### src/mips_fetch_settings.svh
`ifndef MIPS_FETCH_SETTINGS_SVH
`define MIPS_FETCH_SETTINGS_SVH

//////////////////////////////
// Datapath sizes
//////////////////////////////

// Instruction word and PC width
`define MIPS_WORD_W 32

// Instruction memory depth in words
`define MIPS_ROM_WORDS 64

// Word address width into the instruction memory
`define MIPS_ROM_AW 6

//////////////////////////////
// Front end sizing
//////////////////////////////

// Entries in the fetch queue between memory and decoder
`define MIPS_QUEUE_DEPTH 4

// First fetch address after reset
`define MIPS_RESET_PC 32'h0000_0000

`endif

### src/mips_fetch_pkg.sv
package mips_fetch_pkg;

    //////////////////////////////
    // Instruction word layouts
    //////////////////////////////

    // Register format with rd, shift amount and function code
    typedef struct packed {
        logic [5:0] opcode;
        logic [4:0] rs;
        logic [4:0] rt;
        logic [4:0] rd;
        logic [4:0] shamt;
        logic [5:0] funct;
    } r_fmt_t;

    // Immediate format for loads, stores, branches and ALU immediates
    typedef struct packed {
        logic [5:0]  opcode;
        logic [4:0]  rs;
        logic [4:0]  rt;
        logic [15:0] imm;
    } i_fmt_t;

    // Same 32 bits seen as either layout
    typedef union packed {
        r_fmt_t r;
        i_fmt_t i;
    } instr_u;

    //////////////////////////////
    // Primary opcodes
    //////////////////////////////

    localparam logic [5:0] OPC_SPECIAL = 6'b000000;
    localparam logic [5:0] OPC_LW      = 6'b100011;
    localparam logic [5:0] OPC_LB      = 6'b100000;
    localparam logic [5:0] OPC_SW      = 6'b101011;
    localparam logic [5:0] OPC_ADDI    = 6'b001000;
    localparam logic [5:0] OPC_ORI     = 6'b001101;
    localparam logic [5:0] OPC_SLTI    = 6'b001010;
    localparam logic [5:0] OPC_BEQ     = 6'b000100;
    localparam logic [5:0] OPC_J       = 6'b000010;

    // Function codes under the SPECIAL opcode
    localparam logic [5:0] FN_SLL  = 6'b000000;
    localparam logic [5:0] FN_ADD  = 6'b100000;
    localparam logic [5:0] FN_SUB  = 6'b100010;
    localparam logic [5:0] FN_SUBU = 6'b100011;
    localparam logic [5:0] FN_AND  = 6'b100100;
    localparam logic [5:0] FN_OR   = 6'b100101;
    localparam logic [5:0] FN_XOR  = 6'b100110;
    localparam logic [5:0] FN_NOR  = 6'b100111;
    localparam logic [5:0] FN_SLT  = 6'b101010;

    // Decoded operation handed to the execute stage
    typedef enum logic [4:0] {
        OP_LW, OP_LB, OP_SW, OP_ADD, OP_ADDI, OP_SUB, OP_SUBU,
        OP_AND, OP_OR, OP_ORI, OP_NOR, OP_XOR, OP_SLT, OP_SLTI,
        OP_BEQ, OP_SLL, OP_J, OP_ILLEGAL
    } mips_op_e;

endpackage

### src/pc_sequencer.sv
`include "mips_fetch_settings.svh"

module pc_sequencer
(
    input  logic                                     clk,
    input  logic                                     rst_n,
    input  logic                                     run,
    input  logic [$clog2(`MIPS_QUEUE_DEPTH + 1)-1:0] queue_count,
    input  logic                                     redirect,
    input  logic [`MIPS_WORD_W-1:0]                  redirect_pc,
    output logic                                     fetch_en,
    output logic [`MIPS_WORD_W-1:0]                  fetch_pc,
    output logic [`MIPS_WORD_W-1:0]                  inflight_pc,
    output logic                                     inflight_void
);

    localparam int CNT_W = $clog2(`MIPS_QUEUE_DEPTH + 1);

    // Current fetch address
    logic [`MIPS_WORD_W-1:0] pc;
    // One read outstanding in the memory pipe
    logic                    inflight;
    // Queue entries plus the read that has not pushed yet
    logic [CNT_W:0]          occupancy;
    logic                    room;

    //////////////////////////////
    // Issue throttle
    //////////////////////////////

    // Pops only free space so counting them is not needed
    assign occupancy = queue_count + inflight;
    assign room      = occupancy < `MIPS_QUEUE_DEPTH;

    assign fetch_en = run && room;
    assign fetch_pc = pc;

    //////////////////////////////
    // PC and in-flight tracking
    //////////////////////////////

    always_ff @(posedge clk)
    begin
        if (!rst_n)
        begin
            pc            <= `MIPS_RESET_PC;
            inflight      <= 1'b0;
            inflight_void <= 1'b0;
        end
        else
        begin
            inflight <= fetch_en;
            // A read issued in the redirect cycle belongs to the old path
            inflight_void <= redirect && fetch_en;
            if (redirect)
            begin
                pc <= redirect_pc;
            end
            else if (fetch_en)
            begin
                // Sequential fetch, one word per issue
                pc <= pc + 'd4;
            end
        end
    end

    // PC copy lines up with the word out of the memory
    always_ff @(posedge clk)
    begin
        inflight_pc <= pc;
    end

endmodule

### src/instr_rom.sv
`include "mips_fetch_settings.svh"

module instr_rom
(
    input  logic                    clk,
    input  logic                    rst_n,
    input  logic                    load_en,
    input  logic [`MIPS_ROM_AW-1:0] load_addr,
    input  logic [`MIPS_WORD_W-1:0] load_data,
    input  logic                    fetch_en,
    input  logic [`MIPS_WORD_W-1:0] fetch_pc,
    output logic                    rd_valid,
    output logic [`MIPS_WORD_W-1:0] rd_word
);

    // Word organized storage
    logic [`MIPS_WORD_W-1:0] mem [`MIPS_ROM_WORDS];
    // PC with the byte offset removed
    logic [`MIPS_ROM_AW-1:0] rd_addr;

    assign rd_addr = fetch_pc[`MIPS_ROM_AW+1:2];

    //////////////////////////////
    // Program load port
    //////////////////////////////

    // One word per cycle while the core is not running
    always_ff @(posedge clk)
    begin
        if (load_en)
        begin
            mem[load_addr] <= load_data;
        end
    end

    //////////////////////////////
    // Registered fetch read
    //////////////////////////////

    always_ff @(posedge clk)
    begin
        if (fetch_en)
        begin
            rd_word <= mem[rd_addr];
        end
    end

    // Valid follows the request by one cycle
    always_ff @(posedge clk)
    begin
        if (!rst_n)
        begin
            rd_valid <= 1'b0;
        end
        else
        begin
            rd_valid <= fetch_en;
        end
    end

endmodule

### src/fetch_queue.sv
`include "mips_fetch_settings.svh"

module fetch_queue
(
    input  logic                                     clk,
    input  logic                                     rst_n,
    input  logic                                     push,
    input  mips_fetch_pkg::instr_u                   push_word,
    input  logic [`MIPS_WORD_W-1:0]                  push_pc,
    input  logic                                     flush,
    input  logic                                     pop,
    output mips_fetch_pkg::instr_u                   head_word,
    output logic [`MIPS_WORD_W-1:0]                  head_pc,
    output logic                                     not_empty,
    output logic [$clog2(`MIPS_QUEUE_DEPTH + 1)-1:0] count
);

    import mips_fetch_pkg::*;

    localparam int PTR_W = $clog2(`MIPS_QUEUE_DEPTH);
    localparam int CNT_W = $clog2(`MIPS_QUEUE_DEPTH + 1);

    // Word and PC stored side by side per entry
    instr_u                  word_mem [`MIPS_QUEUE_DEPTH];
    logic [`MIPS_WORD_W-1:0] pc_mem   [`MIPS_QUEUE_DEPTH];
    logic [PTR_W-1:0]        wr_ptr;
    logic [PTR_W-1:0]        rd_ptr;
    logic                    empty;
    logic                    push_ok;
    logic                    pop_ok;

    //////////////////////////////
    // Head and status
    //////////////////////////////

    // Flush wins over any push in the same cycle
    assign push_ok = push && !flush;
    assign pop_ok  = pop && not_empty && !flush;
    assign empty   = (count == '0);

    // Empty queue passes the incoming word straight to the head
    assign head_word = empty ? push_word : word_mem[rd_ptr];
    assign head_pc   = empty ? push_pc : pc_mem[rd_ptr];
    assign not_empty = !empty || push_ok;

    //////////////////////////////
    // Storage
    //////////////////////////////

    // Written even on a bypass so the pointers stay in step
    always_ff @(posedge clk)
    begin
        if (push_ok)
        begin
            word_mem[wr_ptr] <= push_word;
            pc_mem[wr_ptr]   <= push_pc;
        end
    end

    // Pointers wrap at the last entry
    always_ff @(posedge clk)
    begin
        if (!rst_n || flush)
        begin
            wr_ptr <= '0;
            rd_ptr <= '0;
            count  <= '0;
        end
        else
        begin
            if (push_ok)
            begin
                wr_ptr <= (wr_ptr == PTR_W'(`MIPS_QUEUE_DEPTH - 1)) ? '0 : wr_ptr + 1'b1;
            end
            if (pop_ok)
            begin
                rd_ptr <= (rd_ptr == PTR_W'(`MIPS_QUEUE_DEPTH - 1)) ? '0 : rd_ptr + 1'b1;
            end
            count <= count + CNT_W'(push_ok) - CNT_W'(pop_ok);
        end
    end

endmodule

### src/instr_decoder.sv
`include "mips_fetch_settings.svh"

module instr_decoder
(
    input  logic                      clk,
    input  logic                      rst_n,
    input  logic                      not_empty,
    input  mips_fetch_pkg::instr_u    head_word,
    input  logic [`MIPS_WORD_W-1:0]   head_pc,
    input  logic                      stall,
    input  logic                      flush,
    output logic                      pop,
    output logic                      dec_valid,
    output logic [`MIPS_WORD_W-1:0]   dec_pc,
    output mips_fetch_pkg::mips_op_e  dec_op,
    output logic [4:0]                dec_rs,
    output logic [4:0]                dec_rt,
    output logic [4:0]                dec_rd,
    output logic [4:0]                dec_shamt,
    output logic [`MIPS_WORD_W-1:0]   dec_imm,
    output logic [`MIPS_WORD_W-1:0]   dec_target,
    output logic                      dec_illegal
);

    import mips_fetch_pkg::*;

    mips_op_e                op_next;
    logic [`MIPS_WORD_W-1:0] imm_next;
    logic [`MIPS_WORD_W-1:0] pc_plus4;
    logic [`MIPS_WORD_W-1:0] target_next;

    // Take the head whenever downstream is not holding us
    assign pop = not_empty && !stall;

    //////////////////////////////
    // Operation classify
    //////////////////////////////

    always_comb
    begin
        op_next = OP_ILLEGAL;
        if (head_word.i.opcode == OPC_SPECIAL)
        begin
            // Register ops are told apart by funct
            case (head_word.r.funct)
                FN_ADD:  op_next = OP_ADD;
                FN_SUB:  op_next = OP_SUB;
                FN_SUBU: op_next = OP_SUBU;
                FN_AND:  op_next = OP_AND;
                FN_OR:   op_next = OP_OR;
                FN_NOR:  op_next = OP_NOR;
                FN_XOR:  op_next = OP_XOR;
                FN_SLT:  op_next = OP_SLT;
                FN_SLL:  op_next = OP_SLL;
                default: op_next = OP_ILLEGAL;
            endcase
        end
        else
        begin
            case (head_word.i.opcode)
                OPC_LW:   op_next = OP_LW;
                OPC_LB:   op_next = OP_LB;
                OPC_SW:   op_next = OP_SW;
                OPC_ADDI: op_next = OP_ADDI;
                OPC_ORI:  op_next = OP_ORI;
                OPC_SLTI: op_next = OP_SLTI;
                OPC_BEQ:  op_next = OP_BEQ;
                OPC_J:    op_next = OP_J;
                default:  op_next = OP_ILLEGAL;
            endcase
        end
    end

    // ORI is the only zero extended immediate, all others sign extend
    assign imm_next = (head_word.i.opcode == OPC_ORI) ?
                      {{(`MIPS_WORD_W - 16){1'b0}}, head_word.i.imm} :
                      {{(`MIPS_WORD_W - 16){head_word.i.imm[15]}}, head_word.i.imm};

    // Jump target stays in the 256 MB region of the delay slot
    assign pc_plus4    = head_pc + 'd4;
    assign target_next = {pc_plus4[`MIPS_WORD_W-1:`MIPS_WORD_W-4], head_word[25:0], 2'b00};

    //////////////////////////////
    // Output registers
    //////////////////////////////

    always_ff @(posedge clk)
    begin
        if (!rst_n || flush)
        begin
            dec_valid <= 1'b0;
        end
        else if (pop)
        begin
            dec_valid <= 1'b1;
        end
        else if (!stall)
        begin
            // Current output consumed and nothing new behind it
            dec_valid <= 1'b0;
        end
    end

    // Fields only move on a pop so a stall holds them
    always_ff @(posedge clk)
    begin
        if (pop)
        begin
            dec_pc      <= head_pc;
            dec_op      <= op_next;
            dec_rs      <= head_word.i.rs;
            dec_rt      <= head_word.i.rt;
            dec_rd      <= head_word.r.rd;
            dec_shamt   <= head_word.r.shamt;
            dec_imm     <= imm_next;
            dec_target  <= target_next;
            dec_illegal <= (op_next == OP_ILLEGAL);
        end
    end

endmodule

### src/mips_fetch_top.sv
`include "mips_fetch_settings.svh"

module mips_fetch_top
(
    input  logic                      clk,
    input  logic                      rst_n,
    input  logic                      run,
    input  logic                      load_en,
    input  logic [`MIPS_ROM_AW-1:0]   load_addr,
    input  logic [`MIPS_WORD_W-1:0]   load_data,
    input  logic                      redirect,
    input  logic [`MIPS_WORD_W-1:0]   redirect_pc,
    input  logic                      stall,
    output logic                      dec_valid,
    output logic [`MIPS_WORD_W-1:0]   dec_pc,
    output mips_fetch_pkg::mips_op_e  dec_op,
    output logic [4:0]                dec_rs,
    output logic [4:0]                dec_rt,
    output logic [4:0]                dec_rd,
    output logic [4:0]                dec_shamt,
    output logic [`MIPS_WORD_W-1:0]   dec_imm,
    output logic [`MIPS_WORD_W-1:0]   dec_target,
    output logic                      dec_illegal
);

    import mips_fetch_pkg::*;

    localparam int CNT_W = $clog2(`MIPS_QUEUE_DEPTH + 1);

    // Sequencer to memory
    logic                    fetch_en;
    logic [`MIPS_WORD_W-1:0] fetch_pc;
    logic [`MIPS_WORD_W-1:0] inflight_pc;
    logic                    inflight_void;
    // Memory to queue
    logic                    rd_valid;
    logic [`MIPS_WORD_W-1:0] rd_word;
    logic                    push;
    // Queue to decoder
    instr_u                  head_word;
    logic [`MIPS_WORD_W-1:0] head_pc;
    logic                    not_empty;
    logic                    pop;
    logic [CNT_W-1:0]        queue_count;

    // Old path read is dropped after a redirect
    assign push = rd_valid && !inflight_void;

    pc_sequencer u_pc_sequencer
    (
        .clk           (clk),
        .rst_n         (rst_n),
        .run           (run),
        .queue_count   (queue_count),
        .redirect      (redirect),
        .redirect_pc   (redirect_pc),
        .fetch_en      (fetch_en),
        .fetch_pc      (fetch_pc),
        .inflight_pc   (inflight_pc),
        .inflight_void (inflight_void)
    );

    instr_rom u_instr_rom
    (
        .clk       (clk),
        .rst_n     (rst_n),
        .load_en   (load_en),
        .load_addr (load_addr),
        .load_data (load_data),
        .fetch_en  (fetch_en),
        .fetch_pc  (fetch_pc),
        .rd_valid  (rd_valid),
        .rd_word   (rd_word)
    );

    // Redirect doubles as the flush of queue and decoder
    fetch_queue u_fetch_queue
    (
        .clk       (clk),
        .rst_n     (rst_n),
        .push      (push),
        .push_word (rd_word),
        .push_pc   (inflight_pc),
        .flush     (redirect),
        .pop       (pop),
        .head_word (head_word),
        .head_pc   (head_pc),
        .not_empty (not_empty),
        .count     (queue_count)
    );

    instr_decoder u_instr_decoder
    (
        .clk         (clk),
        .rst_n       (rst_n),
        .not_empty   (not_empty),
        .head_word   (head_word),
        .head_pc     (head_pc),
        .stall       (stall),
        .flush       (redirect),
        .pop         (pop),
        .dec_valid   (dec_valid),
        .dec_pc      (dec_pc),
        .dec_op      (dec_op),
        .dec_rs      (dec_rs),
        .dec_rt      (dec_rt),
        .dec_rd      (dec_rd),
        .dec_shamt   (dec_shamt),
        .dec_imm     (dec_imm),
        .dec_target  (dec_target),
        .dec_illegal (dec_illegal)
    );

endmodule

### config.mk
export PLATFORM = sky130hd
export DESIGN_NAME = mips_fetch_top
export DESIGN_NICKNAME = d
export VERILOG_FILES = /design/src/mips_fetch_pkg.sv /design/src/pc_sequencer.sv /design/src/instr_rom.sv /design/src/fetch_queue.sv /design/src/instr_decoder.sv /design/src/mips_fetch_top.sv
export VERILOG_INCLUDE_DIRS = /design/src
export SDC_FILE = /design/constraint.sdc
export NUM_CORES = 2
export LEC_CHECK = 0
export BUFFER_PORTS_ARGS = -buffer_cell sky130_fd_sc_hd__buf_2
export CAP_MARGIN = 20
export CORE_ASPECT_RATIO = 0.75
export CORE_UTILIZATION = 62
export DETAILED_ROUTE_END_ITERATION = 8
export PLACE_DENSITY = 0.76
export SYNTH_ARGS = -nofsm -noshare
export SYNTH_HDL_FRONTEND = slang
export SYNTH_SLANG_ARGS = --single-unit
### constraint.sdc
create_clock -name clk -period 4.4 [get_ports clk]
set_input_delay 0.44 -clock clk [delete_from_list [all_inputs] [get_ports clk]]
set_output_delay 0.44 -clock clk [all_outputs]
set_load 0.01 [all_outputs]
==> run_results.csv <==
group,metric,value,unit
drt,wl_per_cell,38.4,um
grt,grt-ovfl-total,0,
floorplan,fp.dieW,454,um
hold_path,hold_path_end,"u_instr_rom.mem[46][7]",
power_and_ir_drop,vdd_ir_drop_max,445,uV
grt,grt_pass1_vias,46700,
cts,clk_pin_slew_worst_paths,0.06,ns
power_and_ir_drop,power_switching,10.7,mW
final_layout,final_area,0.107,sq mm
drt,vias,47400,
cts,clock_path_buffers,3,
setup_path,cp_max_fo,30,
final_layout,final_layout_size_suffix_gt1_share,32.3,%
synthesis,ys_warn_count,0,
setup_path,cp_slowest_stage_delay,0.67,ns
setup_path,critPathCaptureType,"flop",
floorplan,die_h,341,um
hold_path,worstHoldPathCells,1,
cts,cts_sinks,2481,
cts,cts_max_level,4,
cts,cts_resized,0,
setup_path,cp_data_arrival_time,3.89,ns
grt,grt.total_usage,33.4,%
drt,first_iter_violations,8034,
power_and_ir_drop,intPower,37.7,mW
cts,cts_tree,"built",
drt,remaining_drc_errors,0,
setup_path,critPathBufInv,1,
final_layout,seqCellArea,0.0738,sq mm
sta,tightest_slew,1.20,ns
final_layout,final_util,71.0,%
power_and_ir_drop,power,48.4,mW
sta,fin_setup_tns,0,ns
cts,clock_latency,0.86,ns
setup_path,worstPathRequired,4.98,ns
floorplan,initial_utilization,62.9,%
final_layout,multiInputGateArea,0.0201,sq mm
floorplan,ioPinCount,199,
synthesis,syn_area,0.0948,sq mm
place,io_buffer_count,196,
setup_path,worstSetupPathType,"flop to flop",
grt,grt_first_pass_wirelength,353000,um
synthesis,ys_seq_area_share,77.8,%
grt,antenna_found_initial,27,
power_and_ir_drop,switching_share,22.1,%
sta,fin_hold_ws,0.000600,ns
cts,cts_setup_buffers,0,
final_layout,nFillCells,8245,
place,gp_congestion,0.848,
synthesis,ys_seq_elements,2481,
power_and_ir_drop,seqPwrFrac,54.9,%
drt,drt_wl_total,254000,um
synthesis,synth_edf_count,2405,
setup_path,critPathMostFrequentCell,"mux4_2",
setup_path,r2r_end,"u_instr_rom.rd_word[23]",
drt,post_drt_via_cell_ratio,7.17,
power_and_ir_drop,pwr-share-clk,38.4,%
setup_path,reg2reg_from,"u_pc_sequencer.fetch_pc[2]",
floorplan,rows,123,
final_layout,final_common_cell,"edfxtp_1",
sta,period_needed,3.30,ns
setup_path,r2r_slack,1.10,ns
synthesis,async_reset_ff_share,0,%
synthesis,avgSynthCellArea,23.4,sq um
power_and_ir_drop,power_leakage,33.2,nW
setup_path,cp_top_family,"multiplexers",
setup_path,worstSetupStartpointType,"flop",
floorplan,core_area,0.151,sq mm
synthesis,yosysUniqueCellTypes,57,
sta,relSlewSlack,20.0,%
place,place_area,0.0994,sq mm
place,dp_hpwl,135000,um
synthesis,synthFlopType,"edfxtp_1",
sta,timing.final.hold_violations,0,
final_layout,final_cell_mix,"edfxtp_1, mux4_2, clkbuf_16",
sta,slew_viol_final,0,
power_and_ir_drop,power.density,452,mW/mm^2
setup_path,worst_r2r_path_depth,4,
sta,finalSetupViolCount,0,
sta,fin_skew,0.0393,ns
hold_path,min-delay-start,"load_data[7]",
sta,rsz0062_at_grt,"false",
final_layout,area_growth,13.0,%
drt,ant_nets,0,
cts,root_buffer,"clkbuf_16",
cts,cts-buffers-inserted,214,
grt,grt_max_degree,75,
power_and_ir_drop,combPwrFrac,6.7,%
synthesis,synthCells,4047,
final_layout,nets,4505,
drt,first_pass_iters,6,
setup_path,slowest_stage,"dfxtp_4",
sta,fin_crit_sh,75.1,%
status,status,"complete, no violations",
flow_run,drv_cap,0,
setup_path,path_cells,"buf_4, mux4_2, mux4_2, mux4_2",
hold_path,hold_class,"input pin to flop",
sta,timing.fmax,0.303,GHz
floorplan,dieArea,0.154,sq mm
==> registers in the layout, summed over array words and instances (netlist names), 3 cells and up, named ones only <==
signal	flops
u_instr_decoder.dec_target	7
u_pc_sequencer.fetch_pc	32
u_fetch_queue.count	3
u_fetch_queue.word_mem	128
u_instr_decoder.dec_rs	4
u_instr_decoder.dec_rd	4
u_instr_decoder.dec_imm	12
u_fetch_queue.pc_mem	128
u_instr_rom.rd_word	32
u_instr_decoder.dec_pc	32
u_instr_decoder.dec_rt	4
u_pc_sequencer.inflight_pc	32
u_instr_rom.mem	2048
u_instr_decoder.dec_op	5
==> per-stage QoR <==
stage | setup WS [ns] | cells
2_1_floorplan | 0.695 | 4048
3_3_place_gp | 1.16 | 6136
3_5_place_dp | 1.12 | 6136
4_1_cts | 1.06 | 6568
5_1_grt | 0.986 | 6611
6_report | 1.10 | 6615
==> kinds of logic (layout without fill, tap and decap cells) <==
| kind of cell | count (synthesis) | in the layout | synth area share, % |
|---|---|---|---|
| multiplexers | 761 | 761 | 17.8 |
| adder cells (fa/ha/maj) | 10 | 10 | 0.140 |
| other | 1 | 16 | 0.00396 |
| buffers and inverters | 279 | 832 | 1.49 |
| AO/OA/AOI/OAI | 80 | 80 | 0.537 |
| flip-flops | 2481 | 2481 | 77.8 |
| XOR/XNOR | 32 | 32 | 0.296 |
| AND/OR/NAND/NOR | 403 | 403 | 1.97 |
==> synthesized netlist by cell type, types with 3 or more instances <==
cell | n | area share (%)
o21ai_1 | 3 | 0.016
o21ai_0 | 27 | 0.14
buf_4 | 60 | 0.48
mux2_2 | 5 | 0.059
nor2b_1 | 7 | 0.046
nand2_1 | 175 | 0.69
o21a_1 | 4 | 0.032
and2_1 | 16 | 0.11
xor2_1 | 14 | 0.13
nand3b_1 | 3 | 0.024
a21oi_1 | 21 | 0.11
xnor2_1 | 18 | 0.17
nand3_1 | 25 | 0.13
buf_2 | 50 | 0.26
nand2b_1 | 14 | 0.092
nor3_1 | 22 | 0.12
o311a_1 | 4 | 0.042
edfxtp_1 | 2405 | 76
and3_1 | 9 | 0.059
o22ai_1 | 3 | 0.020
nor4_1 | 5 | 0.033
and4_1 | 5 | 0.046
clkbuf_1 | 118 | 0.47
dfxtp_1 | 76 | 1.6
ha_1 | 9 | 0.12
nand4_1 | 22 | 0.15
buf_1 | 19 | 0.075
inv_1 | 20 | 0.079
nand4b_1 | 3 | 0.028
mux4_2 | 736 | 17
buf_6 | 9 | 0.11
nor2_1 | 83 | 0.33
or3_1 | 7 | 0.046
o211a_1 | 8 | 0.084
mux2i_1 | 17 | 0.18
==> per-layer routing <==
layer | GRT usage, % | share of wire, %
met2 | 48.6 | 46
met4 | 12.5 | 3.6
met1 | 48.1 | 35
met5 | 0 | 0.022
met3 | 10.7 | 15
==> area by class of cell <==
type | instances | share of cell area, %
clock inverter | 121 | 0.957
multi-input combinational | 1288 | 18.8
clock buffer | 277 | 5.37
tap | 2000 | 2.34
timing repair buffer | 412 | 3.56
antenna | 14 | 0.0327
inverter | 22 | 0.0771
sequential | 2481 | 68.9
==> worst max path at each step <==
stage | from | to | slack (ns) | cells after the start
2_1_floorplan | load_addr[3] | u_instr_rom.mem[41][0] | 0.69 | 3
3_3_place_gp | u_pc_sequencer.fetch_pc[2] | u_instr_rom.rd_word[22] | 1.16 | 4
3_5_place_dp | u_pc_sequencer.fetch_pc[2] | u_instr_rom.rd_word[22] | 1.12 | 4
4_1_cts | u_pc_sequencer.fetch_pc[2] | u_instr_rom.rd_word[1] | 1.06 | 6
5_1_grt | u_pc_sequencer.fetch_pc[2] | u_instr_rom.rd_word[22] | 0.99 | 4
6_report | u_pc_sequencer.fetch_pc[2] | u_instr_rom.rd_word[23] | 1.10 | 4
==> what timing repair did <==
item | in CTS | in global routing
endpoints found under the setup margin | 0 | 0
hold endpoints to repair | 34 | 135
hold buffers | 34 | 13
==> power by group through the flow <==
stage | Sequential [mW] | Combinational (mW) | Clock, mW
CTS | 26.6 | 3.14 | 18.6
global route | 26.6 | 3.38 | 19.5
global placement | 27.1 | 2.97 | 0
detailed placement | 27.1 | 3.03 | 0
floorplan | 26.9 | 1.93 | 0
finish | 26.6 | 3.24 | 18.6
No activity file was read; power rests on OpenSTA's default activity.
